### src/logic/matrix_pkg.sv
package matrix_pkg;

    // ~~~~~~~~~~~~~~~~~~~~~~~~~~~~~~~~~~~~~~~~
    // Binary16 word and field layout
    // ~~~~~~~~~~~~~~~~~~~~~~~~~~~~~~~~~~~~~~~~

    typedef logic [15:0] float16_t;

    parameter int exp_width = 5;   // Exponent field
    parameter int man_width = 10;  // Stored fraction, hidden bit not included
    parameter int exp_bias  = 15;

    // ~~~~~~~~~~~~~~~~~~~~~~~~~~~~~~~~~~~~~~~~
    // Special encodings
    // ~~~~~~~~~~~~~~~~~~~~~~~~~~~~~~~~~~~~~~~~

    parameter float16_t float_inf_pos = 16'h7C00;
    parameter float16_t float_inf_neg = 16'hFC00;

    // Every NaN result leaves the adder in this single quiet form
    parameter float16_t float_qnan    = 16'h7E00;

    // ~~~~~~~~~~~~~~~~~~~~~~~~~~~~~~~~~~~~~~~~
    // Engine control
    // ~~~~~~~~~~~~~~~~~~~~~~~~~~~~~~~~~~~~~~~~

    typedef enum logic [1:0] {
        st_idle  = 2'd0,  // Waiting for start, done high
        st_prime = 2'd1,  // Loads the base addresses
        st_run   = 2'd2   // One element per cycle
    } engine_state_t;

endpackage

### src/logic/float16_add.sv
`timescale 1ns/100ps

module float16_add (
    input  matrix_pkg::float16_t float_a,
    input  matrix_pkg::float16_t float_b,
    output matrix_pkg::float16_t sum
);
    import matrix_pkg::*;

    localparam int ew      = exp_width;
    localparam int mw      = man_width;
    localparam int ext_w   = mw + 4;           // Hidden bit, fraction, guard, round, sticky
    localparam int sh_w    = ext_w + 2 ** ew;  // Room to shift the whole operand out
    localparam int lz_w    = $clog2(ext_w + 1);
    localparam int exp_max = 2 * exp_bias + 1; // All ones exponent

    logic          sign_a, sign_b;
    logic [ew-1:0] exp_a, exp_b;
    logic [mw-1:0] man_a, man_b;
    logic          zero_a, zero_b, inf_a, inf_b, nan_a, nan_b;

    logic          a_big;
    logic          big_sign;
    logic [ew-1:0] big_exp, small_exp, diff;
    logic [mw-1:0] big_man, small_man;

    logic [ext_w-1:0] big_ext, small_ext, small_al;
    logic [sh_w-1:0]  wide;
    logic             subtract;
    logic [ext_w:0]   raw;
    logic [lz_w-1:0]  lz;

    logic [ext_w-1:0]      norm;
    logic signed [ew+2:0]  exp_n, exp_r;
    logic                  round_up;
    logic [mw+1:0]         mant_r;
    logic [mw-1:0]         frac;

    function automatic logic [lz_w-1:0] lead_zeros(input logic [ext_w-1:0] v);
        logic [lz_w-1:0] n;
        logic            hit;
        n   = '0;
        hit = 1'b0;
        for (int i = ext_w - 1; i >= 0; i--) begin
            if (!hit) begin
                if (v[i]) hit = 1'b1;
                else n = n + 1'b1;
            end
        end
        return n;
    endfunction

    // ~~~~~~~~~~~~~~~~~~~~~~~~~~~~~~~~~~~~~~~~
    // Unpack and classify
    // ~~~~~~~~~~~~~~~~~~~~~~~~~~~~~~~~~~~~~~~~

    assign sign_a = float_a[ew+mw];
    assign sign_b = float_b[ew+mw];
    assign exp_a  = float_a[mw +: ew];
    assign exp_b  = float_b[mw +: ew];
    assign man_a  = float_a[mw-1:0];
    assign man_b  = float_b[mw-1:0];

    assign zero_a = (exp_a == '0);  // Subnormals count as zero
    assign zero_b = (exp_b == '0);
    assign inf_a  = (exp_a == ew'(exp_max)) && (man_a == '0);
    assign inf_b  = (exp_b == ew'(exp_max)) && (man_b == '0);
    assign nan_a  = (exp_a == ew'(exp_max)) && (man_a != '0);
    assign nan_b  = (exp_b == ew'(exp_max)) && (man_b != '0);

    // ~~~~~~~~~~~~~~~~~~~~~~~~~~~~~~~~~~~~~~~~
    // Order by magnitude and align
    // ~~~~~~~~~~~~~~~~~~~~~~~~~~~~~~~~~~~~~~~~

    assign a_big     = {exp_a, man_a} >= {exp_b, man_b};
    assign big_sign  = a_big ? sign_a : sign_b;
    assign big_exp   = a_big ? exp_a : exp_b;
    assign big_man   = a_big ? man_a : man_b;
    assign small_exp = a_big ? exp_b : exp_a;
    assign small_man = a_big ? man_b : man_a;
    assign diff      = big_exp - small_exp;

    assign big_ext   = {1'b1, big_man, 3'b000};
    assign small_ext = {1'b1, small_man, 3'b000};

    // Bits shifted past the round position collapse into sticky
    assign wide     = {small_ext, {(sh_w - ext_w){1'b0}}} >> diff;
    assign small_al = {wide[sh_w-1 -: ext_w-1],
                       wide[sh_w-ext_w] | (|wide[sh_w-ext_w-1:0])};

    assign subtract = sign_a ^ sign_b;
    assign raw = subtract ? ({1'b0, big_ext} - {1'b0, small_al})
                          : ({1'b0, big_ext} + {1'b0, small_al});
    assign lz  = lead_zeros(raw[ext_w-1:0]);

    // ~~~~~~~~~~~~~~~~~~~~~~~~~~~~~~~~~~~~~~~~
    // Normalize and round to nearest even
    // ~~~~~~~~~~~~~~~~~~~~~~~~~~~~~~~~~~~~~~~~

    always_comb begin
        if (raw[ext_w]) begin
            norm  = {raw[ext_w:2], raw[1] | raw[0]};  // Carry out, keep the dropped bit as sticky
            exp_n = $signed({3'b000, big_exp}) + 8'sd1;
        end else begin
            norm  = raw[ext_w-1:0] << lz;
            exp_n = $signed({3'b000, big_exp}) - $signed({{(ew+3-lz_w){1'b0}}, lz});
        end
    end

    assign round_up = norm[2] & (norm[1] | norm[0] | norm[3]);
    assign mant_r   = {1'b0, norm[ext_w-1:3]} + {{(mw+1){1'b0}}, round_up};

    always_comb begin
        if (mant_r[mw+1]) begin
            exp_r = exp_n + 8'sd1;  // Rounding carried into a new binade
            frac  = mant_r[mw:1];
        end else begin
            exp_r = exp_n;
            frac  = mant_r[mw-1:0];
        end
    end

    // ~~~~~~~~~~~~~~~~~~~~~~~~~~~~~~~~~~~~~~~~
    // Result select
    // ~~~~~~~~~~~~~~~~~~~~~~~~~~~~~~~~~~~~~~~~

    always_comb begin
        if (nan_a || nan_b || (inf_a && inf_b && subtract)) begin
            sum = float_qnan;
        end else if (inf_a) begin
            sum = sign_a ? float_inf_neg : float_inf_pos;
        end else if (inf_b) begin
            sum = sign_b ? float_inf_neg : float_inf_pos;
        end else if (zero_a && zero_b) begin
            sum = {sign_a & sign_b, {(ew + mw){1'b0}}};
        end else if (zero_a) begin
            sum = float_b;
        end else if (zero_b) begin
            sum = float_a;
        end else if (raw == '0) begin
            sum = '0;  // Exact cancellation gives +0
        end else if (exp_r >= exp_max) begin
            sum = big_sign ? float_inf_neg : float_inf_pos;
        end else if (exp_r <= 0) begin
            sum = {big_sign, {(ew + mw){1'b0}}};  // Underflow flushes to zero
        end else begin
            sum = {big_sign, exp_r[ew-1:0], frac};
        end
    end

endmodule

### config.mk
export PLATFORM = sky130hd
export DESIGN_NAME = float16_add
export DESIGN_NICKNAME = d
export VERILOG_FILES = /design/src/logic/matrix_pkg.sv /design/src/logic/float16_add.sv
export SDC_FILE = /design/constraint.sdc
export NUM_CORES = 1
export LEC_CHECK = 0
export BUFFER_PORTS_ARGS = -buffer_cell sky130_fd_sc_hd__clkbuf_2
export CAP_MARGIN = 10
export CORE_ASPECT_RATIO = 0.6
export CORE_UTILIZATION = 55
export DETAILED_ROUTE_END_ITERATION = 8
export PLACE_DENSITY = 0.73
export SLEW_MARGIN = 20
export SYNTH_ARGS = -nofsm -noshare
export SYNTH_HDL_FRONTEND = slang
export SYNTH_SLANG_ARGS = --single-unit
### constraint.sdc
create_clock -name vclk -period 22.4
set_input_delay 1.12 -clock vclk [all_inputs]
set_output_delay 1.12 -clock vclk [all_outputs]
set_load 0.01 [all_outputs]
* Yosys cells after proc, flatten, opt, wreduce, memory -nomap -nowiden
Cells that the tools add are included.
** Word-level totals
- Bits in registers :: 0
- Output and inout bits :: 16
- Word-level logic and storage cells :: 125
** Operators by class
- Add/sub/neg operators :: 20
- Magnitude comparators :: 3
- Equal/unequal tests :: 2
- Shift operators :: 2
- Mux-type cells :: 74
- Bitwise operators :: 7
- Reductions and logical operators :: 17
** Operators with widths (number)
- 2-to-1 mux 16 bit :: 11
- 2-to-1 mux 4 bit :: 26
- adder 4 x 1 -> 4 bit (second input constant) :: 13
- >> shifter 46 x 5 -> 46 bit :: 1
- OR reduction 32 bit :: 1
- 2-to-1 mux 10 bit :: 3
- 2-to-1 mux 15 bit :: 2
- 2-to-1 mux 1 bit :: 27
- logical NOT 10 bit :: 2
- nonzero test 10 bit :: 2
- 2-to-1 mux 8 bit :: 2
- adder 14 x 14 -> 15 bit :: 1
- greater-or-equal comparator 15 bit :: 1
- logical NOT 15 bit :: 1
- subtractor 14 x 14 -> 15 bit :: 1
- 2-to-1 mux 14 bit :: 1
- << shifter 14 x 4 -> 14 bit :: 1
- adder 11 x 1 -> 12 bit :: 1
- == test 5 bit (second input constant) :: 2
- logical NOT 5 bit :: 2
- 2-to-1 mux 5 bit :: 2
- adder 8 x 2 -> 8 bit (second input constant) :: 1
- greater-or-equal comparator 8 x 6 -> 1 bit (second input constant) :: 1
- <= comparator 8 x 1 -> 1 bit (second input constant) :: 1
- 8 further kinds :: 19

* Longest topological paths before layout
- Depth after elaboration :: 65
- Gate-level depth with buffers :: 84
- Depth with buffers taken out :: 76

* Worst setup path after synthesis
OpenSTA, ideal clock, no wires.
- Kind :: input-to-output
- From :: input float_b[10]
- To :: output sum[0]
- Arrival time :: 15.522 ns
- Data required time :: 21.280 ns
- Setup slack :: 5.758 ns
- Stages on the path :: 80
- Cells stage by stage :: clkbuf_1 inv_1 ha_1 buf_4 a21oi_1 o21a_1 nor2_1 a211oi_4 buf_2 clkbuf_1 a22oi_1 ha_1 buf_2 buf_2 buf_1 nand2_1 o21ai_0 nor2_1 [... 44 more ...] nor2_1 a21oi_1 a32oi_1 nand2_1 nor2_1 inv_1 buf_2 fa_1 xnor2_1 mux2i_1 nand3b_1 nor3_1 xnor2_1 o32ai_1 a21oi_1 mux2i_1 a21o_1 o32ai_1
** Between the ends
- Cells in the longest elaborated chain, start to end :: 65
- Elaborated cells between the ends (all ways) :: 111
- Those cells by class :: 20 x add/sub; 3 x order compare; 1 x eq/ne; 2 x shift; 70 x mux; 5 x bitwise; 10 x reduce/logical
** Ends and longest elaborated chain
- start, declared :: RTL line float16_add.sv:5 : input matrix_pkg::float16_t float_b,
- greater-or-equal comparator 15 bit :: RTL line float16_add.sv:75 : assign a_big = {exp_a, man_a} >= {exp_b, man_b};
- 2-to-1 mux 5 bit (on tied branches) :: RTL line float16_add.sv:77, float16_add.sv:79
- subtractor 5 bit :: RTL line float16_add.sv:81 : assign diff = big_exp - small_exp;
- >> shifter 46 x 5 -> 46 bit :: RTL line float16_add.sv:87 : assign wide = {small_ext, {(sh_w - ext_w){1'b0}}} >> diff;
- OR reduction 32 bit :: RTL line float16_add.sv:89 : wide[sh_w-ext_w] | (|wide[sh_w-ext_w-1:0])};
- OR 1 bit :: RTL line float16_add.sv:89
- adder 14 x 14 -> 15 bit / subtractor 14 x 14 -> 15 bit (equally long branches) :: RTL line float16_add.sv:93, float16_add.sv:92
- 2-to-1 mux 15 bit :: RTL line float16_add.sv:92 : assign raw = subtract ? ({1'b0, big_ext} - {1'b0, small_al})
- [... 49 more ...]
- 2-to-1 mux 16 bit :: RTL line float16_add.sv:142 : end else if (exp_r >= exp_max) begin
- 2-to-1 mux 16 bit :: RTL line float16_add.sv:140 : end else if (raw == '0) begin
- 2-to-1 mux 16 bit :: RTL line float16_add.sv:138 : end else if (zero_b) begin
- 2-to-1 mux 16 bit :: RTL line float16_add.sv:136 : end else if (zero_a) begin
- 2-to-1 mux 16 bit :: RTL line float16_add.sv:134 : end else if (zero_a && zero_b) begin
- 2-to-1 mux 16 bit :: RTL line float16_add.sv:132 : end else if (inf_b) begin
- 2-to-1 mux 16 bit :: RTL line float16_add.sv:130 : end else if (inf_a) begin
- 2-to-1 mux 16 bit (*) :: RTL line float16_add.sv:128 : if (nan_a || nan_b || (inf_a && inf_b && subtract)) begin
- end, declared :: RTL line float16_add.sv:6 : output matrix_pkg::float16_t sum
Every way passes the cells marked *; elsewhere a longest branch is shown, timed or not.

* Worst setup path in the final report
- From :: input float_a[0]
- To :: output sum[7]
** Between the ends
- Cells in the longest elaborated chain, start to end :: 65
- Elaborated cells between the ends (all ways) :: 110
- Those cells by class :: 20 x add/sub; 3 x order compare; 2 x shift; 70 x mux; 5 x bitwise; 10 x reduce/logical
** Ends and longest elaborated chain
- start, declared :: RTL line float16_add.sv:4 : input matrix_pkg::float16_t float_a,
- greater-or-equal comparator 15 bit :: RTL line float16_add.sv:75
- 2-to-1 mux 5 bit (on tied branches) :: RTL line float16_add.sv:77, float16_add.sv:79
- subtractor 5 bit :: RTL line float16_add.sv:81
- >> shifter 46 x 5 -> 46 bit :: RTL line float16_add.sv:87
- OR reduction 32 bit :: RTL line float16_add.sv:89
- OR 1 bit :: RTL line float16_add.sv:89
- adder 14 x 14 -> 15 bit / subtractor 14 x 14 -> 15 bit (equally long branches) :: RTL line float16_add.sv:93, float16_add.sv:92
- 2-to-1 mux 15 bit :: RTL line float16_add.sv:92
- [... 49 more ...]
- 2-to-1 mux 16 bit :: RTL line float16_add.sv:142
- 2-to-1 mux 16 bit :: RTL line float16_add.sv:140
- 2-to-1 mux 16 bit :: RTL line float16_add.sv:138
- 2-to-1 mux 16 bit :: RTL line float16_add.sv:136
- 2-to-1 mux 16 bit :: RTL line float16_add.sv:134
- 2-to-1 mux 16 bit :: RTL line float16_add.sv:132
- 2-to-1 mux 16 bit :: RTL line float16_add.sv:130
- 2-to-1 mux 16 bit (*) :: RTL line float16_add.sv:128
Marked as above.

==> summary.txt <==
RSZ-0062 raised after global routing: false
type of the worst min-delay path: in2out
switching share of power: 64.5%
Logic pwr share: 100.0%
Mapped Cells: 1131
GR Util All Layers: 37.9%
Post-Syn Area per Cell: 6.49 µm²
Cell variety after synth: 103
max_cap viols: 0
design internal power: 0.270 mW
Post-Route WL: 26400 µm
fmax: 0.0500 GHz
DRT antenna net count: 0
CP bufs+invs: 10
Net Count, Synth: 1221
# clk buffers: 0
num ports: 48
worst-path cell with the longest stage delay: a211oi_4
Core Area: 0.0129 mm²
setup bufs post-CTS: 0
Hold Fails Final Rpt: 0
chip height: 91.5 µm
via count: 9083
number of DRC markers in iteration 0: 1352
Final nets: 1224
Setup TNS: 0 ps
Final Critical Period: 20010 ps
Yosys top cell area share: 9.54%
Antenna Cells: 0
Post-Layout Cell Count: 1302
Worst path most repeated cell: ha_1
GPL Wtd Cong: 1.07
warning count from the yosys run: 0
worst-path maximum fanout: 37
Slew @ Worst Pin: 1090 ps
DRC errors left: 0
vias per cell: 6.98
Seq pwr share: 0%
Post-Syn Area: 0.00734 mm²
first-pass GRT wire length: 41900 µm
post-synthesis sequential area ratio: 0%
die width: 151 µm
Slew headroom: 27.3%
VDD IR-drop max: 0.0578 mV
FILL cells: 1282
vias in the first global route: 7856
Worst setup EP type: output pin
worst setup path class: in2out
Clock Power Share: 0%
gr ovfl total: 0
Finish-stage setup viols: 0
Port Buffers: 48
Worst EP required: 21280 ps
largest net degree at the start of global routing: 38
pwr/cell area: 100 mW/mm²
fin util: 58.8%
Worst setup SP type: primary input
area leader, netlist: ha_1
Initial Utilization: 56.8%
die footprint: 0.0138 mm²
Site Rows: 32
detailed-route wire length per cell: 20.3 µm
Detailed Place HPWL: 21500 µm
Synth area leaders: ha_1, nand2_1, a21oi_1
Seq cells: 0
Crit path largest cell delay: 990 ps
outcome: complete, no violations
family with the most delay on the worst path: compound AO/OA/AOI/OAI gates
Multi-input gate area: 0.00685 mm²
arrival time at the worst endpoint: 18890 ps
share of post-route cells with drive strength above 1: 10.8%
placed insts: 1302
initial antenna violation count: 0
Static Leak: 3.18 nW
drt pass-1 iters: 6
# resized after CTS: 0
net switching power: 0.491 mW
storage element area: 0 µm²
area grow syn2layout: 3.55%
CTS Hold Bufs: 0
fin crit share: 89.3%
fin. max-slew vios: 0
-- cell type report --
class / instances / share of cell area, %
repair buffers: 56 / 3.95
well taps: 170 / 2.80
inverters: 64 / 3.16
multi-input cells: 1012 / 90.1
-- cell usage after synthesis, types with 9 or more instances --
master and n:
nor3_1 38, o21ai_0 69, xnor2_1 22, clkbuf_1 29, a21o_1 16, nand4_1 18, mux2i_1 36, nand2_1 128
a22oi_1 15, ha_1 56, nor2_1 111, or3_1 10, a31oi_1 19, a211oi_1 27, and2_1 15, a211o_1 10
nor2b_1 12, o21a_1 12, inv_1 62, o211ai_1 19, xor2_1 13, o21ai_1 10, or2_2 13, mux2_2 15
buf_2 14, nand3_1 39, and3_1 19, a21oi_1 88, nor4_1 14, nand2b_1 9
-- cell families after synthesis --
group	share of synthesized area, %
mux	7.67
simple gates	34.1
compound gates	36.0
xor+xnor	5.32
buf+inv	6.78
fa+ha+maj	10.1
-- final timing paths --
check,end,cells past startpoint,from
setup / recovery,sum[7],74,float_a[0]
hold / removal,sum[14],4,float_b[14]
-- power by group through the flow --
stage / Clock [mW] / Sequential [mW] / Combinational (mW)
after floorplan: 0 / 0 / 0.551
final: 0 / 0 / 0.762
after global routing: 0 / 0 / 0.819
after global placement: 0 / 0 / 0.728
after CTS: 0 / 0 / 0.733
after detailed placement: 0 / 0 / 0.728
-- through the flow --
| stage | total power [mW] | area (µm²) | setup WS (ps) | hold WS, ps |
|---|---|---|---|---|
| floorplan | 0.551 | 7340 | 5760 | 2390 |
| global placement | 0.728 | 7600 | 3720 | 2600 |
| detailed placement | 0.728 | 7600 | 3060 | 2610 |
| CTS | 0.733 | 7600 | 2980 | 2610 |
| global route | 0.819 | 7600 | 1390 | 2640 |
| finish | 0.762 | 7600 | 2390 | 2610 |
-- placed cells by master (no fill, tap or decap), drive strengths merged, types with 6 or more instances in the layout --
master,count
nand2,130
nor2,112
a21oi,88
o21ai,80
inv,63
ha,56
clkbuf,48
nor3,40
nand3,39
mux2i,36
a211oi,30
xnor2,23
o211ai,21
a31oi,20
nand4,20
nor4,20
and3,19
or2,18
a21o,16
mux2,16
a22oi,15
and2,15
xor2,13
nor2b,12
o21a,12
or3,11
a211o,10
nand2b,9
buf,8
o31ai,8
nor3b,7
nand3b,7
o32ai,7
o22ai,7
nor4b,6
and4,6
-- routing by layer --
metal	vias up	wire length, µm	GRT usage (%)
met4	0	186	3.25
met1	4139	12200	60.2
met5	-	0	0
met3	24	4190	11.4
met2	640	9840	49.3
li1	4280	-	-
Note: power is estimated with default switching activity, not from simulation.
