===== config.mk =====
export PLATFORM = sky130hd
export DESIGN_NAME = matrix_addition
export DESIGN_NICKNAME = d
export VERILOG_FILES = /design/src/logic/matrix_pkg.sv /design/src/logic/matrix_addition.sv
export SDC_FILE = /design/constraint.sdc
export NUM_CORES = 1
export LEC_CHECK = 0
export BUFFER_PORTS_ARGS = -buffer_cell sky130_fd_sc_hd__buf_2
export CAP_MARGIN = 25
export CORE_ASPECT_RATIO = 0.7
export CORE_MARGIN = 2
export CORE_UTILIZATION = 48
export CTS_BUF_LIST = sky130_fd_sc_hd__clkbuf_4 sky130_fd_sc_hd__clkbuf_8 sky130_fd_sc_hd__clkbuf_16
export CTS_CLUSTER_SIZE = 24
export DETAILED_ROUTE_END_ITERATION = 7
export PLACE_DENSITY = 0.88
export SYNTH_ARGS = -nofsm -noshare
export SYNTH_HDL_FRONTEND = slang
export SYNTH_SLANG_ARGS = --single-unit
export TNS_END_PERCENT = 50

===== constraint.sdc =====
create_clock -name clk -period 2.8 [get_ports clk]
set_clock_uncertainty 0.2 [all_clocks]
set_input_delay 0.42 -clock clk [delete_from_list [all_inputs] [get_ports clk]]
set_output_delay 0.42 -clock clk [all_outputs]
set_load 0.01 [all_outputs]

===== src/logic/matrix_pkg.sv =====
package matrix_pkg;

    // ~~~~~~~~~~~~~~~~~~~~~~~~~~~~~~~~~~~~~~~~
    // Binary16 word and field layout
    // ~~~~~~~~~~~~~~~~~~~~~~~~~~~~~~~~~~~~~~~~

    typedef logic [15:0] float16_t;

    parameter int exp_width = 5;   // Exponent field
    parameter int man_width = 10;  // Stored fraction, hidden bit not included
    parameter int exp_bias  = 15;

    // ~~~~~~~~~~~~~~~~~~~~~~~~~~~~~~~~~~~~~~~~
    // Special encodings
    // ~~~~~~~~~~~~~~~~~~~~~~~~~~~~~~~~~~~~~~~~

    parameter float16_t float_inf_pos = 16'h7C00;
    parameter float16_t float_inf_neg = 16'hFC00;

    // Every NaN result leaves the adder in this single quiet form
    parameter float16_t float_qnan    = 16'h7E00;

    // ~~~~~~~~~~~~~~~~~~~~~~~~~~~~~~~~~~~~~~~~
    // Engine control
    // ~~~~~~~~~~~~~~~~~~~~~~~~~~~~~~~~~~~~~~~~

    typedef enum logic [1:0] {
        st_idle  = 2'd0,  // Waiting for start, done high
        st_prime = 2'd1,  // Loads the base addresses
        st_run   = 2'd2   // One element per cycle
    } engine_state_t;

endpackage


===== src/logic/matrix_addition.sv =====
`timescale 1ns/100ps

module matrix_addition #(
    parameter int addr_width = 14,
    parameter int dim_width  = 10
) (
    input  logic                 clk,
    input  logic                 reset,
    input  logic                 start,
    output logic                 done,
    input  logic [dim_width-1:0] rows,
    input  logic [dim_width-1:0] cols,
    input  logic [addr_width-1:0] src1_base,
    input  logic [addr_width-1:0] src2_base,
    input  logic [addr_width-1:0] dest_base,
    output logic [addr_width-1:0] src1_address,
    output logic [addr_width-1:0] src2_address,
    input  matrix_pkg::float16_t  sum,
    output logic [addr_width-1:0] dest_address,
    output matrix_pkg::float16_t  dest_writedata,
    output logic                 dest_write_en
);
    import matrix_pkg::*;

    engine_state_t        state;
    logic [dim_width-1:0] row_count;
    logic [dim_width-1:0] col_count;
    logic                 col_last;
    logic                 row_last;

    assign col_last = (col_count == cols - 1'b1);
    assign row_last = (row_count == rows - 1'b1);

    // ~~~~~~~~~~~~~~~~~~~~~~~~~~~~~~~~~~~~~~~~
    // Control FSM
    // ~~~~~~~~~~~~~~~~~~~~~~~~~~~~~~~~~~~~~~~~

    always_ff @(posedge clk) begin
        if (reset) begin
            state         <= st_idle;
            done          <= 1'b1;
            dest_write_en <= 1'b0;
            row_count     <= '0;
            col_count     <= '0;
        end else begin
            case (state)
                st_idle: begin
                    dest_write_en <= 1'b0;  // Last write of a run lands here
                    if (start && done) begin
                        state <= st_prime;
                        done  <= 1'b0;
                    end else begin
                        done <= 1'b1;
                    end
                end
                st_prime: begin
                    row_count <= '0;
                    col_count <= '0;
                    state     <= st_run;
                end
                st_run: begin
                    dest_write_en <= 1'b1;
                    if (col_last) begin
                        col_count <= '0;
                        if (row_last) begin
                            state <= st_idle;
                        end else begin
                            row_count <= row_count + 1'b1;
                        end
                    end else begin
                        col_count <= col_count + 1'b1;
                    end
                end
                default: begin
                    state <= st_idle;
                end
            endcase
        end
    end

    // ~~~~~~~~~~~~~~~~~~~~~~~~~~~~~~~~~~~~~~~~
    // Address and data path
    // ~~~~~~~~~~~~~~~~~~~~~~~~~~~~~~~~~~~~~~~~

    always_ff @(posedge clk) begin
        case (state)
            st_prime: begin
                src1_address <= src1_base;
                src2_address <= src2_base;
                dest_address <= dest_base - 1'b1;  // First run cycle steps onto dest_base
            end
            st_run: begin
                src1_address   <= src1_address + 1'b1;
                src2_address   <= src2_address + 1'b1;
                dest_address   <= dest_address + 1'b1;
                dest_writedata <= sum;  // Sum of the words at the current source addresses
            end
            default: begin
            end
        endcase
    end

endmodule


---- Word level (Yosys, flattened, before mapping) ----
Cells that the tools add are included.
word-level totals
  register bits ........................... 82
  output and inout port bits .............. 60
cells by class
  multiplexer cells ....................... 14
  reductions and logical operators ........ 6
  equal/unequal tests ..................... 8
  $add $sub $neg .......................... 8
operators by type and width
  kind                     number
  $pmux W14 S2             3
  $add A14 B1 Y14 const B  3
  $pmux W10 S2             2
  $mux W10                 3
  $add A10 B1 Y10 const B  2
  $eq A10 B10 Y1           2
  $sub A10 B1 Y10 const B  2
  $sub A14 B1 Y14 const B  1
  $ne A2 B2 Y1 const B     4
  $mux W2                  3
  $pmux W2 S3              1
  $reduce_and A3 Y1        2
  $reduce_bool A2 Y1       2
  $eq A2 B1 Y1 const B     1
  $eq A2 B2 Y1 const B     1
  $logic_not A2 Y1         1
  $pmux W1 S2              1
  $logic_and A1 B1 Y1      1
  $mux W1                  1

---- Logic depth before layout (Yosys ltp) ----
Gate-level depths: netlist of run 1.
  depth in word-level cells ............... 5
  mapped depth ............................ 13

---- Worst setup path after synthesis of run 1 ----
OpenSTA, ideal clock, no wires.
  kind .................................... register to register
  from .................................... register state[0]
  to ...................................... register col_count[9]
  setup time .............................. 0.126 ns
  path buffers ............................ 0
  cell stages (with the launch flop) ...... 9
  arrival ................................. 2.634 ns
  required time ........................... 2.474 ns
  path slack .............................. -0.161 ns
  cell sequence ........................... dfxtp_1 inv_1 ha_1 and3_1 and3_1 and4_1 nand3_1 xor2_1 nor2_1
on the way
  longest elaborated chain between the ends .. 2
  elaborated cells on any way between the ends .. 4
  those cells by class .................... eq/ne (2); mux (1); reduce/logical (1)
RTL lines
  element                                                    line                   source
  start, declared                                            matrix_addition.sv:25  engine_state_t state;
  start signal, assigned                                     matrix_addition.sv:40  state <= st_idle;
  start signal, assigned                                     matrix_addition.sv:50  state <= st_prime;
  start signal, assigned                                     matrix_addition.sv:59  state <= st_run;
  $eq A2 B2 Y1 / $eq A2 B1 Y1 (equally long branches)        matrix_addition.sv:46  case (state)
  $pmux W10 S2 / $reduce_bool A2 Y1 (equally long branches)  -
  end signal, assigned                                       matrix_addition.sv:71  col_count <= col_count + 1'b1;
  end, declared                                              matrix_addition.sv:27  logic [dim_width-1:0] col_count;
Several ways; a longest one is shown, not always the timed one.
A chain may end at the register's enable or synchronous reset.

---- Worst setup path after layout of run 1 ----
  from .................................... register col_count[5]
  to ...................................... register row_count[6]
on the way
  longest elaborated chain between the ends .. 3
RTL lines
  element                      line                   source
  $eq A10 B10 Y1               matrix_addition.sv:31  assign col_last = (col_count == cols - 1'b1);
  $ne A2 B2 Y1 (no line)       -
  $reduce_and A3 Y1 (no line)  -
  end signal, assigned         matrix_addition.sv:68  row_count <= row_count + 1'b1;
  end, declared                matrix_addition.sv:26  logic [dim_width-1:0] row_count;
No other way between the ends.

==> flow_results.org, run 1 <==
** Die
- The initialized floorplan defines 30 standard-cell rows.
- The die covers 0.01116 sq mm.
- Die Span Y :: ~89 um
- Boundary pin count :: 141
- The region available for standard cell placement spans between 0.009 and 0.01 sq mm.
- Initial Utilization :: 50.18%
- Die outline width :: 125.4 um

** Synthesis
- In this run, distinct cell masters in the synthesized netlist total 65.
- The cell count after synthesis came out at 502.
- The cell area that synthesis handed to floorplanning was 0.004954 sq mm.
- Number of enable flip-flop cells after synthesis :: 58
- Yosys warning total :: 0
- Sequential element share of the synthesized area :: 44.86%
- Share of the synthesized area in the top cell type :: 35.16%
- Leading post-synthesis cells by cell area :: edfxtp_1, dfxtp_1, xor2_1
- The number of nets handed over by synthesis was 595.
- Each instance of the synthesized netlist takes up on average 9.868 sq um.
- Most used flip-flop cell after synthesis :: edfxtp_1
- After synthesis the netlist holds a flip-flop and latch count of 82.
- edfxtp_1 takes more of the synthesized area than any other cell.
- Counting flops with an async set or reset pin after synthesis yields a share of 0%.

** Layout
- Number of diodes :: 0
- Top library cells by usage in the layout, fill and taps aside :: buf_2, nor2_1, edfxtp_1
- Counting the fill cells in the layout gives 818.
- Most common cell after layout, fill and taps aside :: buf_2
- Area growth from synthesis to layout :: 22.88%
- Final instance count without filler cells :: 773
- Share of post-route cells with drive strength above 1 :: 29.92%
- After the last flow step, the layout net total stands at 733.

** Global route
- Via count of the first global-routing pass :: 4213
- Total global routing track utilization :: 21.63%
- The total overflow left after global routing is 0.
- The number of antenna violations at the first check in global routing was 0.
- Entering global routing, the biggest net connects 81 pins.
- The first global-routing pass estimated 19.64 mm of wire.

** Clocking
- Buffers inserted to repair hold after CTS numbered 0.
- H-tree levels :: 3
- Num CTS Buffers :: 9
- Once the clock tree was built, the resizer swapped 0 gates to a different size.
- Root Buffer Master :: clkbuf_16
- The clock reaches the later pin of the worst-skew pair after between 0.3 and 0.4 ns.
- TritonCTS clock tree :: yes
- TritonCTS Sinks :: 82
- Number of buffers between clock root and the deepest sink :: 2
- After clock tree synthesis, the setup repair step added 0 buffers.
- Clock-pin slew on the worst setup and hold paths :: 0.06 ns

** Timing
- Worst slew margin relative to its limit :: 48.35%
- The total count of max-transition violations in the final report was 0.
- Setup slack closes at 0.1595 ns.
- Minimum period implied by the final worst setup slack :: 2.641 ns
- Final Hold Fails :: 0
- Based on the critical path, the design can be clocked at up to between 300 and 400 MHz.
- Setup violations remaining at the end of the flow were counted as 0.
- Worst Hold Margin :: 0.05931 ns
- Final setup TNS :: 0 ns
- The final critical path takes up 94.30% of the cycle.
- Setup repair after global routing left no endpoint under its margin.
- At the pin with the least slew margin, the transition time is 0.7747 ns.

** Routing
- For this block, the routed nets add up to 12.19 mm of wire.
- Dividing the detail-routed via count by the number of cells gives 5.644.
- The routed layout has 4363 vias.
- The first detailed-routing pass ran for 6 iterations.
- The detailed router put a total of between 5 and 6 mm of wire on met1.
- The count of nets left with antenna violations once routing finished came out at 0.
- Highest metal layer with signal wires :: met4
- Wire segments on met2 add up to 5.662 mm in the final route.
- In the detailed route, the total length drawn on met3 is 987 um.
- In the final routed layout, each cell accounts on average for 15.77 um.
- Post-detailed-route DRC marker count :: 0
- In this run, the number of DRC markers left after iteration 0 of detailed routing was 354.

** Placement
- Final HPWL from detailed placement :: 9.230 mm
- Counting tap cells, the placed design contains a total of 757 instances.
- Weighted congestion reported at the end of routability-driven placement :: 0.9097
- IO buf count :: 140
- Before CTS, the worst setup slack after placement is -0.09490 ns.

** Setup path
- By startpoint and endpoint, the worst setup path is classified as reg -> reg.
- Arrival time at the worst endpoint :: 2.69 ns
- STA classifies the critical path startpoint as a register.
- STA puts the critical path data required time at about 2.9 ns.
- Of all nets on the critical path, the largest fanout is 7.
- The worst setup path is captured at a register.

** Power
- In this run the power density over the cells is between 800 and 900 mW/mm^2.
- Total leakage power :: 2.407 nW
- The worst-case IR drop observed on VDD is 0.4087 mV.
- Overall power consumption after layout is estimated at 0.005145 W.

** Run
- # Max-Cap Violations :: 0

** Outcome
- The run finished with clean final reports.

** Min path
- In this run the worst hold path is classified as in -> reg.
==> critical path, stage by stage, from the launching register on <==
cell and delay [ns]:
dfxtp_1 0.52, nor3b_1 0.24, o211a_1 0.19, nor4_1 0.06, nor4b_2 0.28, a41o_2 0.25, nand2_2 0.10, or4_1 0.54
a21oi_1 0.18
==> stage by stage <==
step,utilization [%],instance area (sq um)
2_1_floorplan,-,4979
3_3_place_gp,58.56,5781
3_5_place_dp,58.56,5781
4_1_cts,61.66,6087
5_1_grt,61.66,6087
6_report,61.66,6087
==> worst paths after layout <==
check,from,end,slack (ns),cells after the start
worst min-delay path,sum[15],dest_writedata[15],0.06,1
worst max register to register,col_count[5],row_count[6],0.16,8
worst min register to register,dest_write_en,dest_write_en,0.27,2
worst max-delay path,col_count[5],row_count[6],0.16,8
==> Yosys cell counts (all sizes together) (2+ instances only) <==
| master | instances |
|---|---|
| nor2 | 64 |
| edfxtp | 58 |
| xor2 | 45 |
| a21oi | 44 |
| xnor2 | 38 |
| nand2 | 28 |
| nand3 | 27 |
| dfxtp | 24 |
| inv | 18 |
| clkbuf | 17 |
| o21ai | 15 |
| and3 | 14 |
| ha | 12 |
| nand4 | 12 |
| nor3 | 8 |
| nor4 | 8 |
| buf | 7 |
| mux2i | 6 |
| or4 | 6 |
| nand2b | 4 |
| nor4b | 4 |
| nand3b | 3 |
| nor3b | 3 |
| o31ai | 3 |
| or3 | 3 |
| a21o | 2 |
| mux2 | 2 |
| nor2b | 2 |
| o311a | 2 |
| o311ai | 2 |
| or2 | 2 |
==> logic make-up (layout without fill, tap and decap cells) <==
group | after synthesis | count (layout) | share of synthesized area (%)
AND/OR/NAND/NOR | 191 | 191 | 20.48
AO/OA/AOI/OAI | 84 | 84 | 10.94
XOR/XNOR | 83 | 83 | 14.68
flip-flops | 82 | 82 | 44.86
buffers and inverters | 42 | 185 | 4.344
adder cells (fa/ha/maj) | 12 | 12 | 3.031
multiplexers | 8 | 8 | 1.667
==> final cells by class <==
class	count	area [sq um]	area share [%]
inverter	18	67.56	1.110
tap	128	160.2	2.631
multi-input combinational	378	2547	41.85
clock inverter	7	81.33	1.336
clock buffer	9	225.2	3.700
sequential	82	2222	36.51
timing repair buffer	151	783.3	12.87
==> metal layers <==
metal / track usage [%] / vias to the layer above
met3: 6.044 / 33
met1: 27.84 / 2055
met4: 6.566 / 0
li1: - / 2077
met2: 36.22 / 198
met5: 0 / -
==> flip-flops by register name, summed over array words and instances, names as in the netlist <==
register,cells
dest_writedata,16
dest_address,14
src1_address,14
src2_address,14
col_count,10
row_count,10
state,2
dest_write_en,1
done,1
==> report_power, final <==
part / internal [W] / leakage, nW / switching [W]
registers: 0.00181 / 0.735 / 0.000330
clock network: 0.000706 / 0.148 / 0.000495
logic: 0.000704 / 1.52 / 0.00110
No activity file was read; power rests on OpenSTA's default activity.
==> run 2, diff against run 1 <==
--- a/config.mk
+++ b/config.mk
@@ -14,6 +14,7 @@
 export CTS_CLUSTER_SIZE = 24
 export DETAILED_ROUTE_END_ITERATION = 7
 export PLACE_DENSITY = 0.88
+export REMOVE_ABC_BUFFERS = 1
 export SYNTH_ARGS = -nofsm -noshare
 export SYNTH_HDL_FRONTEND = slang
 export SYNTH_SLANG_ARGS = --single-unit
==> run 2 against run 1 <==
Net effect: register-to-register slack better by 0.13 ns; count of clock-buffer cells in the layout grew 1; cell area increased by 0.18%; sequential cell count did not move; largest power group unchanged; clock power is 3% lower; largest cell class unchanged; sequential power about the same; highest routed layer unchanged; first-iteration DRC count down 17%; power fell by 0.63%.
==> flow_results.org, run 2 (synthesis results as in run 1) <==
** Timing
- Worst slew margin relative to its limit :: 58.04% (+9.7 points)
- The minimum clock period was 2.574 ns (-0.06662 ns).
- The worst-margin pin slew was 0.6293 ns (-0.1454 ns).
- Final Hold Fails :: 0 (unchanged)
- Final worst-path cycle share :: 91.92% (-2.4 points)
- The setup TNS came to 0 ns (unchanged).
- Worst Hold Margin :: 0.05858 ns (-0.0007285 ns)
- RSZ-0062 raised after global routing :: false
- Final Setup Violations :: 0 (unchanged)
- The total count of max-transition violations in the final report came to 0 (unchanged).
- Fmax :: 388.5 MHz (+2.6%)

** Global route
- The number of global-route vias before repair was 4099 (-2.7%).
- Global-route wire length before repair :: 18.77 mm (-4.4%)
- Initial antenna violation count :: 0 (unchanged)
- The global-route usage over all layers is 20.85% (-0.78 points).
- The total congestion overflow after global routing came to 0 (unchanged).
- Pin count of the biggest net entering global routing :: 51 (-37%)

** Power
- The sum of internal, switching and leakage power is 0.005113 W (-0.63%).
- Max VDD drop :: 0.3504 mV (-14%)
- Total leakage power :: 2.421 nW (+0.56%)
- The power per unit of standard cell area was 838.4 mW/mm^2 (-0.81%).

** Routing
- The post-detailed-route DRC marker count is 0 (unchanged).
- The number of iterations in the first detailed-routing pass came to 5 (-1).
- Post-detailed-route count of antenna-violating nets :: 0 (unchanged)
- Routed WL :: 11.91 mm (-2.3%)
- The total vias in the final route came to 4303 (-1.4%).
- The routed length per instance was 15.30 um (-2.9%).
- The via density per instance is 5.531 (-2.0%).
- Violation count after the first detailed-routing iteration :: 294 (-17%)

** Clocking
- Post-CTS repair timing setup buffer count :: 0 (unchanged)
- The H-tree depth was 3 (unchanged).
- TritonCTS built the clock tree.
- The cell sitting at the root of the clock tree is a clkbuf_16.
- Number of buffers between clock root and the deepest sink :: 2 (unchanged)
- Clock-pin slew on the worst setup and hold paths :: 0.06 ns (about the same)
- Clock Latency Late Sink :: 0.33 ns (about the same)
- Num CTS Buffers :: 9 (unchanged)
- TritonCTS Sinks :: 82 (unchanged)
- CTS resizes :: 0 (unchanged)
- Hold buffer count at CTS :: 0 (unchanged)

** Layout
- The number of inserted diodes was 0 (unchanged).
- Top library cells by usage in the layout, fill and taps aside :: buf_2, nor2_1, edfxtp_1
- Summed area of non-filler cells in the final layout :: 0.006098 sq mm (+0.18%)
- The number of filler instances in the final layout was 805 (-1.6%).
- The share of layout cells above drive strength 1 is 30.00% (+0.078 points).
- The count of placed standard cells in the final layout, fillers left out is 778 (+0.65%).
- Max reg flops :: 16 (unchanged)
- Most common cell after layout, fill and taps aside :: buf_2
- More flip-flops sit in one register than any other, and that register is dest_writedata.
- The net count of the finished layout was 738 (+0.68%).
- From synthesis to final layout, the design area changed by 23.11%.

** Setup path
- Kind of capture point of the worst setup path :: register
- The required arrival time at the worst endpoint came to 2.86 ns (about the same).
- Maximum fanout along the worst path :: 7 (unchanged)
- Arrival time at the worst endpoint :: 2.63 ns (-0.06 ns)
- Critical path class :: in -> reg
- STA classifies the critical path startpoint as an input pin.

** Run
- The number of max-cap violations came to 0 (unchanged).

** Placement
- IO buf count :: 140 (unchanged)
- The cell count after placement was 762 (+0.66%).
- The cell area after placement came to 0.005802 sq mm (+0.37%).
- The half-perimeter wire length of the detailed placement result is 9.040 mm (-2.1%).
- Weighted congestion reported at the end of routability-driven placement :: 0.8708 (-4.3%)

** Die
- The full die area is 0.01116 sq mm (unchanged).
- The count of pins on the block boundary came to 141 (unchanged).
- The area of the placeable core is 0.009872 sq mm (unchanged).
- The number of core rows came to 30 (unchanged).
- The starting density of the core is 50.18% (unchanged).
- The vertical die dimension was 89.00 um (unchanged).
- The die width is 125.4 um (unchanged).

** Min path
- Worst hold-check path type :: in -> reg

** Outcome
- Result of the run :: finished clean
run 2: cell type report:
class                           instances  area (sq um)  area share, %
Clock inverter                          6         63.81          1.046
Clock buffer                           10         232.7          3.816
Timing Repair Buffer                  156         820.8          13.46
Inverter                               18         67.56          1.108
Tap cell                              128         160.2          2.626
Multi-Input combinational cell        378          2531          41.51
Sequential cell                        82          2222          36.44
run 2: critical path, cell delays in order:
cell      delay [ns]
buf_2           0.09
inv_1           0.04
ha_1            0.25
o21bai_1        0.20
a211oi_1        0.22
nor4_1          0.10
nor4b_2         0.27
a41o_2          0.24
nand2_2         0.10
or4_1           0.52
a21oi_1         0.18
run 2: worst paths after layout:
check / from / endpoint / slack (ns) / cells after the start
worst min-delay path: sum[8] / dest_writedata[8] / 0.06 / 1
worst min register to register: dest_write_en / dest_write_en / 0.27 / 2
worst max register to register: col_count[5] / row_count[8] / 0.29 / 8
worst max-delay path: cols[0] / row_count[8] / 0.23 / 11
run 2: through the flow:
step | setup WS, ns | utilization, %
final | 0.2261 | 61.77
after global routing | 0.1050 | 61.77
after CTS | 0.2419 | 61.77
after detailed placement | -0.1106 | 58.77
after global placement | 0.006576 | 58.77
after floorplan | -1.214 | -
run 2: power by group:
| group | total, W | leakage (nW) | switching (W) | internal (W) |
|---|---|---|---|---|
| Combinational | 0.00181 | 1.55 | 0.00110 | 0.000707 |
| Sequential | 0.00214 | 0.735 | 0.000331 | 0.00181 |
| Clock | 0.00116 | 0.140 | 0.000460 | 0.000701 |
| Total | 0.00511 | 2.42 | 0.00190 | 0.00322 |
run 2: per-layer routing:
| layer | wire (um) | vias to the layer above | GRT usage (%) |
|---|---|---|---|
| met2 | 5591 | 178 | 35.92 |
| li1 | - | 2087 | - |
| met5 | 0 | - | 0 |
| met1 | 5323 | 2024 | 26.58 |
| met3 | 816 | 14 | 4.608 |
| met4 | 175 | 0 | 7.071 |
==> run 3, diff against run 2 <==
--- a/config.mk
+++ b/config.mk
@@ -13,6 +13,7 @@
 export CTS_BUF_LIST = sky130_fd_sc_hd__clkbuf_4 sky130_fd_sc_hd__clkbuf_8 sky130_fd_sc_hd__clkbuf_16
 export CTS_CLUSTER_SIZE = 24
 export DETAILED_ROUTE_END_ITERATION = 7
+export GPL_ROUTABILITY_DRIVEN = 0
 export PLACE_DENSITY = 0.88
 export REMOVE_ABC_BUFFERS = 1
 export SYNTH_ARGS = -nofsm -noshare
==> constraint.sdc (replaced) <==
create_clock -name clk -period 2.8 [get_ports clk]
set_clock_uncertainty 0.2 [all_clocks]
set_input_delay 0.14 -clock clk [delete_from_list [all_inputs] [get_ports clk]]
set_output_delay 0.14 -clock clk [all_outputs]
set_load 0.01 [all_outputs]
==> run 3 against run 2 <==
Net effect: setup slack got worse by 0.062 ns; critical path depth decreased by 3; sequential cell count did not move; wire length grew 25%; hold slack got worse by 0.027 ns; count of clock-buffer cells in the layout is the same; sequential power about the same; first-iteration DRC count up 78%; die area unchanged; cell area up 7.0%.
==> flow_results.org, run 3 (synthesis results as in run 1) <==
** Outcome
- Result of the run :: finished clean

** Setup path
- Critical path class :: reg -> reg
- Required time worst endpoint :: 2.86 ns (about the same)
- Library cell contributing the largest single delay on the critical path :: or4_1
- Top Family by Delay on Critical Path :: compound AO/OA/AOI/OAI gates
- Traced cell by cell, the critical path runs through xor2_1 -> a221o_2 -> o311a_1 -> o21ai_0 -> a41oi_2 -> nand2_2 -> or4_1 -> a21oi_1.
- The combined buffer and inverter count along the critical path came to 0 (-2).
- Arrival time at the worst endpoint :: 2.70 ns (+0.07 ns)
- Critical path launch point type :: register
- Kind of capture point of the worst setup path :: register
- CP max stage delay :: 0.54 ns (+0.02 ns)
- The largest driver fanout on the critical path came to 11 (+4).

** Timing
- Final Hold Fails :: 0 (unchanged)
- The total count of max-transition violations in the final report is 0 (unchanged).
- Worst Hold Margin :: 0.03176 ns (-0.02682 ns)
- The maximum clock frequency was 379.4 MHz (-2.3%).
- The worst setup slack after layout was 0.1644 ns (-0.06173 ns).
- Setup repair after global routing left no endpoint under its margin.
- Final Setup Violations :: 0 (unchanged)
- Worst slew margin relative to its limit :: 58.82% (+0.78 points)
- Minimum period implied by the final worst setup slack :: 2.636 ns (+0.06173 ns)
- The worst-margin pin slew came to 0.6177 ns (-0.01166 ns).
- Final worst-path cycle share :: 94.13% (+2.2 points)

** Clocking
- The tree is rooted in a clkbuf_16.
- CTS resizes :: 0 (unchanged)
- The clock-pin slew on the worst setup and hold paths came to 0.06 ns (about the same).
- The worst-case clock buffer depth is 2 (unchanged).
- Post-CTS repair timing setup buffer count :: 0 (unchanged)
- The total number of clock tree sinks is 82 (unchanged).
- Num CTS Buffers :: 9 (unchanged)
- Clock Latency Late Sink :: 0.34 ns (about the same)
- TritonCTS built the clock tree.
- The H-tree depth is 3 (unchanged).

** Die
- The die width was 125.4 um (unchanged).
- Boundary pin count :: 141 (unchanged)
- Area of the core :: 0.009872 sq mm (unchanged)
- The vertical die dimension was 89.00 um (unchanged).
- The full die area is 0.01116 sq mm (unchanged).
- The number of core rows was 30 (unchanged).
- Initial Utilization :: 50.18% (unchanged)

** Power
- Max VDD drop :: 0.3580 mV (+2.2%)
- The total net switching power was 0.002025 W (+6.8%).
- The net switching fraction of the power was 37.77% (+0.69 points).
- The internal power came to 0.003335 W (+3.7%).
- Total power divided by cell area :: 821.1 mW/mm^2 (-2.1%)
- The share of total power in sequential cells came to 40.5% (-1.3 points).
- Clock share of power :: 24.0% (+1.3 points)
- Combinational power share :: 35.5% (about the same)
- The standby leakage power came to 2.591 nW (+7.0%).
- Total power of the final layout :: 0.005360 W (+4.8%)

** Layout
- The share of layout cells above drive strength 1 was 27.03% (-3.0 points).
- Compared with the post-synthesis result, the final layout area differs by 31.78%.
- Register with the most flip-flops :: dest_writedata
- Most common cell after layout, fill and taps aside :: buf_2
- # nets final :: 776 (+5.1%)
- In the layout the commonest cells are buf_2, nor2_1, edfxtp_1.
- Max reg flops :: 16 (unchanged)
- The number of inserted diodes is 0 (unchanged).
- The total non-filler cell area in the finished layout came to 0.006528 sq mm (+7.0%).

** Placement
- Final HPWL from detailed placement :: 9.204 mm (+1.8%)
- Post-placement cell area :: 0.005734 sq mm (-1.2%)
- Worst slack after detailed placement :: 0.0008509 ns (+0.1115 ns)
- The count of input and output buffers is 140 (unchanged).

** Run
- The number of max-cap violations is 0 (unchanged).

** Min path
- Worst hold-check path type :: in -> reg

** Routing
- The routed length per instance was 18.25 um (+19%).
- Routed WL :: 14.89 mm (+25%)
- Post-detailed-route count of antenna-violating nets :: 0 (unchanged)
- Violation count after the first detailed-routing iteration :: 523 (+78%)
- Detailed-route vias per instance :: 5.858 (+5.9%)
- Post-detailed-route DRC marker count :: 0 (unchanged)
- Via total after detailed routing :: 4780 (+11%)
- The number of iterations in the first detailed-routing pass was 6 (+1).

** Global route
- Via count of the first global-routing pass :: 4617 (+13%)
- Pin count of the biggest net entering global routing :: 51 (unchanged)
- Total global routing track utilization :: 26.81% (+6.0 points)
- The number of antenna violations at the first check in global routing was 0 (unchanged).
- The total congestion overflow after global routing is 0 (unchanged).
- Global-route wire length before repair :: 23.43 mm (+25%)
==> run 3: area by class of cell <==
class | count | area [sq um]
clock buffer | 10 | 232.7
clock inverter | 6 | 90.09
fill | 724 | 3344
inverter | 18 | 67.56
multi-input combinational | 378 | 2531
sequential | 82 | 2222
tap | 128 | 160.2
timing repair buffer | 194 | 1224
==> run 3: path summary, 6_finish.rpt <==
path	from	endpoint	slack, ns	cells past startpoint
setup reg to reg	row_count[9]	row_count[8]	0.16	8
hold reg to reg	dest_write_en	dest_write_en	0.28	2
setup / recovery	row_count[9]	row_count[8]	0.16	8
hold / removal	dest_base[6]	dest_address[6]	0.03	3
==> run 3: metal layers <==
metal	vias to the layer above	share of wire, %	wire, um	track usage (%)
li1	2164	-	-	-
met1	2252	39	5808	31.33
met2	305	48	7185	47.17
met3	59	8.8	1313	6.762
met4	0	3.9	586	13.23
met5	-	0	0	0
==> run 3: power by group through the flow <==
stage          registers (W)  clock network [W]  logic, W
5_1_grt              0.00220            0.00135   0.00206
6_report             0.00217            0.00129   0.00190
3_5_place_dp         0.00215                  0   0.00178
4_1_cts              0.00213            0.00129   0.00184
3_3_place_gp         0.00212                  0   0.00172
2_1_floorplan        0.00225                  0  0.000948
==> run 3: worst reg2reg max path: stages, from the launching register on <==
cell and delay, ns:
dfxtp_1 0.37, xor2_1 0.32, a221o_2 0.19, o311a_1 0.19
o21ai_0 0.15, a41oi_2 0.26, nand2_2 0.18, or4_1 0.54
a21oi_1 0.17
==> run 3: what timing repair did <==
item / CTS / global route
hold buffers: 47 / 0
hold endpoints to repair: 52 / 0
setup endpoints to repair: 0 / 0
==> run 3: through the flow <==
step	cells	util, %	TNS [ns]
CTS	816	66.12	0
floorplan	478	-	-26.90
global route	816	66.12	0
finish	816	66.12	0
detailed placement	753	58.09	0
global placement	753	58.09	0
